--- src/pk_pkg.sv ---
// shared constants and types for the front panel
// timing values assume CLK_EXT at 125 MHz and a 1 Mbaud host link
// every counter width is derived here from the rates below

package pk_pkg;

	localparam int CLK_HZ = 125_000_000;
	localparam int BAUD = 1_000_000;
	localparam int CLKS_PER_BIT = CLK_HZ / BAUD;
	localparam int MS_DIV = CLK_HZ / 1000;
	localparam int TIMER_CYCLE_MS = 10;
	localparam int DIGIT_CYCLES = 1024;

	// counter widths and terminal counts
	localparam int BIT_CNT_W = $clog2(CLKS_PER_BIT);
	localparam int MS_CNT_W = $clog2(MS_DIV);
	localparam int TIMER_CNT_W = $clog2(TIMER_CYCLE_MS);
	localparam int DIGIT_CNT_W = $clog2(DIGIT_CYCLES);
	localparam logic [BIT_CNT_W-1:0] BIT_LAST = BIT_CNT_W'(CLKS_PER_BIT - 1);
	localparam logic [BIT_CNT_W-1:0] HALF_BIT_LAST = BIT_CNT_W'(CLKS_PER_BIT / 2 - 1);
	localparam logic [MS_CNT_W-1:0] MS_LAST = MS_CNT_W'(MS_DIV - 1);
	localparam logic [TIMER_CNT_W-1:0] TIMER_LOAD = TIMER_CNT_W'(TIMER_CYCLE_MS - 1);
	localparam logic [DIGIT_CNT_W-1:0] DIGIT_LAST = DIGIT_CNT_W'(DIGIT_CYCLES - 1);

	// function keys: 12 of them, only START, MODE, CLOCK latch
	localparam int FN_COUNT = 12;
	localparam logic [FN_COUNT-1:0] FN_MOMENTARY = 12'hff8;

	// opcode in command byte bits 7..5
	typedef enum logic [2:0] {
		CMD_NONE = 3'd0,
		CMD_FN = 3'd1,
		CMD_KEYS_LO_A = 3'd2,
		CMD_KEYS_LO_B = 3'd3,
		CMD_KEYS_MID = 3'd4,
		CMD_KEYS_HI = 3'd5,
		CMD_LEDS = 3'd6,
		CMD_ROTARY = 3'd7
	} cmd_op_t;

	typedef enum logic [3:0] {
		FN_START, FN_MODE, FN_CLOCK, FN_STOPN,
		FN_STEP, FN_FETCH, FN_STORE, FN_CYCLE,
		FN_LOAD, FN_BIN, FN_OPRQ, FN_CLEAR
	} fn_key_t;

	// code 15 is not a position, it leaves the selector where it is
	typedef enum logic [3:0] {
		ROT_R0, ROT_R1, ROT_R2, ROT_R3, ROT_R4, ROT_R5, ROT_R6, ROT_R7,
		ROT_IC, ROT_AC, ROT_AR, ROT_IR, ROT_RS, ROT_RZ, ROT_KB
	} rot_pos_t;

	typedef struct packed {
		logic [15:0] keys;
		logic [FN_COUNT-1:0] fn_level;
		rot_pos_t rot;
	} panel_state_t;

	// all lamps active high
	typedef struct packed {
		logic [15:0] w;
		logic p;
		logic mc;
		logic run;
		logic wait_lamp;
		logic alarm;
		logic irq;
		logic q;
		logic mode;
		logic stop_n;
		logic zeg;
	} lamp_t;

	typedef struct packed {
		logic wre_;
		logic rsc;
		logic rsb;
		logic rsa;
		logic wic;
		logic wac;
		logic war;
		logic wir;
		logic wrs;
		logic wrz;
		logic wkb;
	} rot_lines_t;

endpackage

--- src/uart_rx.sv ---
// 8N1 receiver, one byte per rx_valid pulse
// no parity, no framing report: a byte with a low stop bit is dropped
// start bits shorter than half a bit period count as noise

`timescale 1ns/1ps

module uart_rx (
	input logic CLK_EXT,
	input logic rst,
	input logic rxd,
	output logic [7:0] rx_byte,
	output logic rx_valid
);

	typedef enum logic [1:0] {ST_IDLE, ST_START, ST_DATA, ST_STOP} rx_state_t;

	rx_state_t st;
	logic [1:0] sync;
	logic rxd_s;
	logic [pk_pkg::BIT_CNT_W-1:0] cnt;
	logic [2:0] bit_idx;
	logic sample;

	assign rxd_s = sync[1];
	assign sample = (st == ST_DATA) && (cnt == pk_pkg::BIT_LAST);

	always_ff @(posedge CLK_EXT) begin
		if (rst) begin
			st <= ST_IDLE;
			sync <= 2'b11;
			cnt <= '0;
			bit_idx <= '0;
			rx_valid <= 1'b0;
		end else begin
			sync <= {sync[0], rxd};
			rx_valid <= 1'b0;
			case (st)
				ST_IDLE: begin
					cnt <= '0;
					bit_idx <= '0;
					if (!rxd_s)
						st <= ST_START;
				end
				ST_START: begin
					// line went back high before mid-bit
					if (rxd_s) begin
						st <= ST_IDLE;
					end else if (cnt == pk_pkg::HALF_BIT_LAST) begin
						cnt <= '0;
						st <= ST_DATA;
					end else begin
						cnt <= cnt + 1'b1;
					end
				end
				ST_DATA: begin
					if (cnt == pk_pkg::BIT_LAST) begin
						cnt <= '0;
						bit_idx <= bit_idx + 1'b1;
						if (bit_idx == 3'd7)
							st <= ST_STOP;
					end else begin
						cnt <= cnt + 1'b1;
					end
				end
				ST_STOP: begin
					if (cnt == pk_pkg::BIT_LAST) begin
						rx_valid <= rxd_s;
						st <= ST_IDLE;
					end else begin
						cnt <= cnt + 1'b1;
					end
				end
				default: st <= ST_IDLE;
			endcase
		end
	end

	// lsb first
	always_ff @(posedge CLK_EXT) begin
		if (sample)
			rx_byte <= {rxd_s, rx_byte[7:1]};
	end

	a_valid_single: assert property (@(posedge CLK_EXT) disable iff (rst)
		rx_valid |=> !rx_valid);

endmodule

--- src/panel_regs.sv ---
// panel key and selector registers, written by host command bytes
// each byte is applied in the cycle rx_valid is high, nothing is queued
// LED readback bytes are accepted and ignored

`timescale 1ns/1ps

module panel_regs (
	input logic CLK_EXT,
	input logic rst,
	input logic [7:0] rx_byte,
	input logic rx_valid,
	output pk_pkg::panel_state_t state
);

	pk_pkg::cmd_op_t op;
	logic [3:0] fn_idx;
	logic fn_write;
	logic rot_write;
	logic [15:0] keys_next;
	logic [pk_pkg::FN_COUNT-1:0] fn_next;

	assign op = pk_pkg::cmd_op_t'(rx_byte[7:5]);
	assign fn_idx = rx_byte[4:1];

	// indices 12..15 name no key
	assign fn_write = rx_valid && (op == pk_pkg::CMD_FN) &&
		(int'(fn_idx) < pk_pkg::FN_COUNT);

	// code 15 on the rotary keeps the old position
	assign rot_write = rx_valid && (op == pk_pkg::CMD_ROTARY) &&
		(rx_byte[3:0] != 4'hf);

	// data key groups
	always_comb begin
		keys_next = state.keys;
		if (rx_valid) begin
			case (op)
				pk_pkg::CMD_KEYS_LO_A,
				pk_pkg::CMD_KEYS_LO_B: keys_next[5:0] = rx_byte[5:0];
				pk_pkg::CMD_KEYS_MID: keys_next[10:6] = rx_byte[4:0];
				pk_pkg::CMD_KEYS_HI: keys_next[15:11] = rx_byte[4:0];
				default: keys_next = state.keys;
			endcase
		end
	end

	// momentary keys fall back every cycle, so a press lasts one clock
	always_comb begin
		fn_next = state.fn_level & ~pk_pkg::FN_MOMENTARY;
		if (fn_write)
			fn_next[fn_idx] = rx_byte[0];
	end

	always_ff @(posedge CLK_EXT) begin
		if (rst) begin
			state.keys <= '0;
			state.fn_level <= '0;
			state.rot <= pk_pkg::ROT_R1;
		end else begin
			state.keys <= keys_next;
			state.fn_level <= fn_next;
			if (rot_write)
				state.rot <= pk_pkg::rot_pos_t'(rx_byte[3:0]);
		end
	end

	a_rot_valid: assert property (@(posedge CLK_EXT) disable iff (rst)
		state.rot != pk_pkg::rot_pos_t'(4'hf));

endmodule

--- src/panel_signals.sv ---
// CPU-side control lines derived from the panel state
// hlt_n_ and p0_ are taken as synchronous to CLK_EXT
// start_n and stop_n_pulse come one clock after the key change

`timescale 1ns/1ps

module panel_signals (
	input logic CLK_EXT,
	input logic rst,
	input pk_pkg::panel_state_t state,
	input logic hlt_n_,
	input logic p0_,
	output logic work,
	output logic mode,
	output logic zeg,
	output logic stop_n,
	output logic start_n,
	output logic stop_n_pulse,
	output logic [15:0] kl,
	output logic dcl_,
	output logic step_,
	output logic fetch_,
	output logic store_,
	output logic cycle_,
	output logic load_,
	output logic bin_,
	output logic oprq_,
	output logic zegar_,
	output pk_pkg::rot_lines_t rot_lines
);

	logic [pk_pkg::FN_COUNT-1:0] fn;
	logic start_d;
	logic [pk_pkg::MS_CNT_W-1:0] ms_cnt;
	logic [pk_pkg::TIMER_CNT_W-1:0] timer_cnt;

	assign fn = state.fn_level;
	assign work = fn[pk_pkg::FN_START];
	assign mode = fn[pk_pkg::FN_MODE];
	assign zeg = fn[pk_pkg::FN_CLOCK];

	// start edge detect
	always_ff @(posedge CLK_EXT) begin
		if (rst) begin
			start_d <= 1'b0;
			start_n <= 1'b1;
			stop_n_pulse <= 1'b1;
		end else begin
			start_d <= work;
			start_n <= ~(work & ~start_d);
			stop_n_pulse <= ~(~work & start_d);
		end
	end

	// stop-on-address, halt clears it
	always_ff @(posedge CLK_EXT) begin
		if (rst || !hlt_n_)
			stop_n <= 1'b0;
		else if (fn[pk_pkg::FN_STOPN])
			stop_n <= ~stop_n;
	end

	// CPU bit 0 is the msb of the keys
	assign kl = {<<{state.keys}};

	assign dcl_ = ~fn[pk_pkg::FN_CLEAR];
	assign step_ = ~fn[pk_pkg::FN_STEP];
	assign oprq_ = ~fn[pk_pkg::FN_OPRQ];
	// manual memory cycles only while the CPU is ready
	assign fetch_ = ~fn[pk_pkg::FN_FETCH] | p0_;
	assign store_ = ~fn[pk_pkg::FN_STORE] | p0_;
	assign cycle_ = ~fn[pk_pkg::FN_CYCLE] | p0_;
	assign load_ = ~fn[pk_pkg::FN_LOAD] | p0_;
	assign bin_ = ~fn[pk_pkg::FN_BIN] | p0_;

	always_comb begin
		rot_lines = '0;
		case (state.rot)
			pk_pkg::ROT_IC: rot_lines.wic = 1'b1;
			pk_pkg::ROT_AC: rot_lines.wac = 1'b1;
			pk_pkg::ROT_AR: rot_lines.war = 1'b1;
			pk_pkg::ROT_IR: rot_lines.wir = 1'b1;
			pk_pkg::ROT_RS: rot_lines.wrs = 1'b1;
			pk_pkg::ROT_RZ: rot_lines.wrz = 1'b1;
			pk_pkg::ROT_KB: rot_lines.wkb = 1'b1;
			default: begin
				// general registers R0..R7
				rot_lines.wre_ = 1'b1;
				{rot_lines.rsc, rot_lines.rsb, rot_lines.rsa} = state.rot[2:0];
			end
		endcase
	end

	// real-time clock: ms prescaler and ms down-counter
	always_ff @(posedge CLK_EXT) begin
		if (rst) begin
			ms_cnt <= '0;
			timer_cnt <= pk_pkg::TIMER_LOAD;
		end else if (ms_cnt == pk_pkg::MS_LAST) begin
			ms_cnt <= '0;
			timer_cnt <= (timer_cnt == '0) ? pk_pkg::TIMER_LOAD : timer_cnt - 1'b1;
		end else begin
			ms_cnt <= ms_cnt + 1'b1;
		end
	end

	assign zegar_ = ~(zeg && (timer_cnt == '0));

	a_start_stop_excl: assert property (@(posedge CLK_EXT) disable iff (rst)
		!(!start_n && !stop_n_pulse));

endmodule

--- src/panel_display.sv ---
// 8-digit multiplexed seven-segment driver for w and the status lamps
// segments and digit selects are active low, segment order dp g f e d c b a
// each digit is lit for DIGIT_CYCLES clocks, no blanking between digits

`timescale 1ns/1ps

module panel_display (
	input logic CLK_EXT,
	input logic rst,
	input pk_pkg::lamp_t lamps,
	output logic [7:0] seg,
	output logic [7:0] dig
);

	logic [pk_pkg::DIGIT_CNT_W-1:0] scan_cnt;
	logic [2:0] digit;
	logic [6:0] glyph;
	logic [7:0] dots;

	// active-high g..a patterns
	function automatic logic [6:0] hex_glyph(input logic [3:0] h);
		case (h)
			4'h0: hex_glyph = 7'h3f;
			4'h1: hex_glyph = 7'h06;
			4'h2: hex_glyph = 7'h5b;
			4'h3: hex_glyph = 7'h4f;
			4'h4: hex_glyph = 7'h66;
			4'h5: hex_glyph = 7'h6d;
			4'h6: hex_glyph = 7'h7d;
			4'h7: hex_glyph = 7'h07;
			4'h8: hex_glyph = 7'h7f;
			4'h9: hex_glyph = 7'h6f;
			4'ha: hex_glyph = 7'h77;
			4'hb: hex_glyph = 7'h7c;
			4'hc: hex_glyph = 7'h39;
			4'hd: hex_glyph = 7'h5e;
			4'he: hex_glyph = 7'h79;
			default: hex_glyph = 7'h71;
		endcase
	endfunction

	always_ff @(posedge CLK_EXT) begin
		if (rst) begin
			scan_cnt <= '0;
			digit <= '0;
		end else if (scan_cnt == pk_pkg::DIGIT_LAST) begin
			scan_cnt <= '0;
			digit <= digit + 1'b1;
		end else begin
			scan_cnt <= scan_cnt + 1'b1;
		end
	end

	// dot n shows flag n
	assign dots = {lamps.run, lamps.wait_lamp, lamps.alarm, lamps.irq,
		lamps.mode, lamps.stop_n, lamps.zeg, lamps.q};

	always_comb begin
		case (digit)
			3'd0: glyph = hex_glyph(lamps.w[3:0]);
			3'd1: glyph = hex_glyph(lamps.w[7:4]);
			3'd2: glyph = hex_glyph(lamps.w[11:8]);
			3'd3: glyph = hex_glyph(lamps.w[15:12]);
			// p on segment a, mc on segment g
			3'd7: glyph = {lamps.mc, 5'b0, lamps.p};
			default: glyph = 7'h00;
		endcase
	end

	assign seg = ~{dots[digit], glyph};
	assign dig = ~(8'b1 << digit);

endmodule

--- src/pk_top.sv ---
// front panel top: serial receiver, panel registers, CPU lines, display
// CPU status inputs are taken as they come, lamps follow them directly
// no serial transmit, the LED command gets no reply

`timescale 1ns/1ps

module pk_top (
	input logic CLK_EXT,
	input logic rst,
	input logic rxd,
	input logic hlt_n_,
	input logic p0_,
	input logic [15:0] w,
	input logic p_,
	input logic mc_,
	input logic alarm_,
	input logic wait_,
	input logic irq,
	input logic q,
	input logic run,
	output logic work,
	output logic mode,
	output logic zeg,
	output logic stop_n,
	output logic start_n,
	output logic stop_n_pulse,
	output logic [15:0] kl,
	output logic dcl_,
	output logic step_,
	output logic fetch_,
	output logic store_,
	output logic cycle_,
	output logic load_,
	output logic bin_,
	output logic oprq_,
	output logic zegar_,
	output pk_pkg::rot_lines_t rot_lines,
	output logic [7:0] seg,
	output logic [7:0] dig
);

	logic [7:0] rx_byte;
	logic rx_valid;
	pk_pkg::panel_state_t state;
	pk_pkg::lamp_t lamps;

	uart_rx i_uart_rx (
		.CLK_EXT(CLK_EXT),
		.rst(rst),
		.rxd(rxd),
		.rx_byte(rx_byte),
		.rx_valid(rx_valid)
	);

	panel_regs i_panel_regs (
		.CLK_EXT(CLK_EXT),
		.rst(rst),
		.rx_byte(rx_byte),
		.rx_valid(rx_valid),
		.state(state)
	);

	panel_signals i_panel_signals (
		.CLK_EXT(CLK_EXT),
		.rst(rst),
		.state(state),
		.hlt_n_(hlt_n_),
		.p0_(p0_),
		.work(work),
		.mode(mode),
		.zeg(zeg),
		.stop_n(stop_n),
		.start_n(start_n),
		.stop_n_pulse(stop_n_pulse),
		.kl(kl),
		.dcl_(dcl_),
		.step_(step_),
		.fetch_(fetch_),
		.store_(store_),
		.cycle_(cycle_),
		.load_(load_),
		.bin_(bin_),
		.oprq_(oprq_),
		.zegar_(zegar_),
		.rot_lines(rot_lines)
	);

	// lamps lit when the CPU line is active
	always_comb begin
		lamps.w = w;
		lamps.p = ~p_;
		lamps.mc = ~mc_;
		lamps.run = run;
		lamps.wait_lamp = ~wait_;
		lamps.alarm = ~alarm_;
		lamps.irq = irq;
		lamps.q = q;
		lamps.mode = mode;
		lamps.stop_n = stop_n;
		lamps.zeg = zeg;
	end

	panel_display i_panel_display (
		.CLK_EXT(CLK_EXT),
		.rst(rst),
		.lamps(lamps),
		.seg(seg),
		.dig(dig)
	);

endmodule

--- config.mk ---
export PLATFORM = sky130hd
export DESIGN_NAME = pk_top
export DESIGN_NICKNAME = d
export VERILOG_FILES = /design/src/pk_pkg.sv /design/src/uart_rx.sv /design/src/panel_regs.sv /design/src/panel_signals.sv /design/src/panel_display.sv /design/src/pk_top.sv
export SDC_FILE = /design/constraint.sdc
export NUM_CORES = 1
export LEC_CHECK = 0
export BUFFER_PORTS_ARGS = -buffer_cell sky130_fd_sc_hd__buf_2
export CAP_MARGIN = 20
export CORE_UTILIZATION = 40
export CTS_CLUSTER_SIZE = 10
export DETAILED_ROUTE_END_ITERATION = 8
export GPL_TIMING_DRIVEN = 0
export PLACE_DENSITY_LB_ADDON = 0.15
export SYNTH_ARGS = -nofsm -noshare
export SYNTH_HDL_FRONTEND = slang
export SYNTH_SLANG_ARGS = --single-unit
--- constraint.sdc ---
create_clock -name CLK_EXT -period 2.8 [get_ports CLK_EXT]
set_input_delay 0.56 -clock CLK_EXT [delete_from_list [all_inputs] [get_ports CLK_EXT]]
set_output_delay 0.56 -clock CLK_EXT [all_outputs]
set_load 0.05 [all_outputs]
==> flow_metrics.env <==
export IMPL_status="finished, final reports clean"
export IMPL_grt_overflow_total=0
export IMPL_power_density_nw_per_um2=457
export IMPL_h_tree_depth=3
export IMPL_clock_sinks=93
export IMPL_nets=770
export IMPL_fin_ws_ns=0.0870
export IMPL_cts_hold_buf=0
export IMPL_dp_slack_ns=0.00293
export IMPL_relSlewSlack=0.374
export IMPL_fin_crit_ns=2.71
export IMPL_die_area_sq_um=13800
export IMPL_placementRows=41
export IMPL_maxCapViolations=0
export IMPL_finalSetupTns_ns=0
export IMPL_setup_viol=0
export IMPL_vias=4513
export IMPL_critPathMaxFanout=8
export IMPL_synth_cell_types=62
export IMPL_synth_ff_type="dfxtp_1"
export IMPL_path_depth=9
export IMPL_antenna_found_initial=0
export IMPL_fmax_ghz=0.369
export IMPL_worstSetupPathType="reg2out"
export IMPL_netlist_area_sq_um=5340
export IMPL_ant_nets=0
export IMPL_ys_ff_latch=93
export IMPL_synth_cells=608
export IMPL_syn_avg_cell_area_sq_um=8.77
export IMPL_arrival_ns=2.15
export IMPL_cts_resized=20
export IMPL_mostFrequentLayoutCells="nor2_1 (87), dfxtp_1 (82), buf_2 (77)"
export IMPL_grt_pass1_wl_um=20300
export IMPL_gp_congestion=0.837
export IMPL_max_stage_delay_ns=0.34
export IMPL_synth_nets=677
export IMPL_clkTransAtPathRegs_ns=0.06
export IMPL_postCtsSetupRepairBufs=0
export IMPL_hold_path_cell_count=1
export IMPL_design_core_area_sq_um=12800
export IMPL_mostFrequentLayoutCell="nor2_1"
export IMPL_cp_slowest_cell="dfxtp_2"
export IMPL_crit_top_cell="buf_6"
export IMPL_grtUsageTotal=0.177
export IMPL_grt_pass1_vias=4278
export IMPL_cp_cell_sequence="buf_6 > inv_1 > ha_1 > nor2b_4 > inv_2 > a221o_1 > o21ai_0 > o31ai_4 > buf_6"
export IMPL_chipWidth_um=117
export IMPL_post_drt_wl_per_cell_um=13.6
export IMPL_routed_via_density=5.14
export IMPL_crit_buf_inv=4
export IMPL_crit_path_end_kind="output port"
export IMPL_finalClockSkew_ns=0.00816
export IMPL_fin_crit_sh=0.969
export IMPL_boundaryPins=86
export IMPL_leakage_uw=0.00260
export IMPL_seqCellArea_sq_um=1950
export IMPL_peakVddDrop_mv=0.354
export IMPL_hold_viol=0
export IMPL_critPathLaunchType="flip-flop"
export IMPL_diodes=0
export IMPL_wl_um=12000
export IMPL_seq_area_frac_synth=0.364
export IMPL_cts_tree="done"
export IMPL_first_pass_iters=4
export IMPL_slew_viol_final=0
export IMPL_path_delay_family="compound AO/OA/AOI/OAI gates"
export IMPL_worstSkewPairLatency_ns=0.34
export IMPL_yosysWarnings=0
export IMPL_worstMarginPinSlew_ns=0.932
export IMPL_multi_input_area_sq_um=3150
export IMPL_drc_errors=0
export IMPL_cp_required_ns=2.24
export IMPL_hpwl_um=9140
export IMPL_synthArstFlopShare=0
export IMPL_start_util=0.416
export IMPL_cts_made_buffers=9
export IMPL_root_buffer="clkbuf_16"
export IMPL_grt_max_degree=16
export IMPL_layout_drive_gt1_share=0.227
export IMPL_areaGrowthSynthToFinish_pct=20.6
export IMPL_fillers=1239
export IMPL_die_y_um=117
export IMPL_holdCritPathClass="reg2reg"
export IMPL_portBuffers=80
export IMPL_clockBufferDepth=2
export IMPL_synth_edff_count=8
export IMPL_reg2reg_depth=5
export IMPL_rsz0062_at_grt="false"
export IMPL_drt_iter0_drc=301
[registers in the layout (all words and copies together), names as in the netlist, named ones only]
register,flops
i_panel_display.digit,3
i_panel_display.scan_cnt,10
i_panel_regs.state,32
i_panel_signals.ms_cnt,17
i_panel_signals.start_d,1
i_panel_signals.start_n,1
i_panel_signals.stop_n,1
i_panel_signals.stop_n_pulse,1
i_panel_signals.timer_cnt,4
i_uart_rx.bit_idx,3
i_uart_rx.cnt,7
i_uart_rx.rx_byte,8
i_uart_rx.rx_valid,1
i_uart_rx.st,1
i_uart_rx.sync,2
[kinds of logic (layout without fill, tap and decap cells)]
kind of cell / count (synthesis) / count (layout) / synth area share
mux: 43 / 43 / 0.0938
flops: 93 / 93 / 0.364
buf+inv: 79 / 177 / 0.0671
xor+xnor: 25 / 25 / 0.0410
simple gates: 236 / 236 / 0.220
fa+ha+maj: 41 / 41 / 0.0962
compound gates: 91 / 91 / 0.118
[worst paths after layout]
check / startpoint / end / slack (ns)
hold / removal: i_panel_signals.start_d / i_panel_signals.stop_n_pulse / 0.39
setup / recovery: i_panel_display.digit[1] / seg[6] / 0.09
hold reg to reg: i_panel_signals.start_d / i_panel_signals.stop_n_pulse / 0.39
setup reg to reg: i_panel_signals.ms_cnt[3] / i_panel_signals.ms_cnt[8] / 0.52
[through the flow]
stage	utilization	instances	total power [uW]	hold WS, ns	area (sq um)
2_1_floorplan	-	608	1570	0.353	5370
3_3_place_gp	0.467	860	1640	0.359	5980
3_5_place_dp	0.467	861	1650	0.366	5990
4_1_cts	0.499	877	2970	0.380	6390
5_1_grt	0.502	878	3050	0.415	6440
6_report	0.502	878	2940	0.387	6440
[metal layers]
layer  track usage  vias up  wire length, um
met3        0.0397       14              487
met1         0.240     2114             5830
met2         0.284       91             5520
met4        0.0465        0              132
met5             0        -                0
li1              -     2294                -
[final cells by class]
class,instances,area share
multi-input cells,436,0.490
flip-flops and latches,93,0.303
repair buffers,82,0.0663
clock buffers,13,0.0404
plain buffers,42,0.0354
well taps,172,0.0334
inverters,37,0.0216
clock inverters,3,0.0107
[report_power, final]
group / total (uW) / internal, uW / switching [uW]
Clock: 1320 / 833 / 485
Combinational: 269 / 103 / 166
Sequential: 1360 / 1350 / 7.75
[cell usage after synthesis, drive strengths merged (2+ instances only)]
| library cell | count | area [sq um] |
|---|---|---|
| and2 | 3 | 18.8 |
| a21oi | 18 | 90.1 |
| mux2 | 6 | 67.6 |
| or3 | 8 | 55.1 |
| nor3 | 19 | 95.1 |
| a31oi | 3 | 18.8 |
| clkbuf | 21 | 78.8 |
| dfxtp | 85 | 1700 |
| o31ai | 2 | 15.0 |
| inv | 37 | 139 |
| nand2 | 32 | 120 |
| nand4b | 3 | 26.3 |
| or2 | 4 | 25.0 |
| or4 | 2 | 18.8 |
| nand3b | 5 | 37.5 |
| xnor2 | 19 | 166 |
| nand2b | 17 | 106 |
| o21ai | 23 | 115 |
| nor4 | 11 | 68.8 |
| nand4 | 8 | 50.1 |
| o221a | 4 | 45.0 |
| buf | 21 | 140 |
| a21o | 4 | 30.0 |
| mux4 | 5 | 113 |
| nor2b | 12 | 75.1 |
| a31o | 3 | 26.3 |
| a211oi | 3 | 22.5 |
| a32oi | 2 | 17.5 |
| nor3b | 2 | 15.0 |
| xor2 | 6 | 52.6 |
| o311ai | 3 | 26.3 |
| o211ai | 6 | 45.0 |
| mux2i | 32 | 320 |
| edfxtp | 8 | 240 |
| nand3 | 18 | 90.1 |
| o22ai | 3 | 18.8 |
| ha | 41 | 513 |
| a221oi | 4 | 35.0 |
| nor2 | 87 | 327 |
No activity file was read; power rests on OpenSTA's default activity.
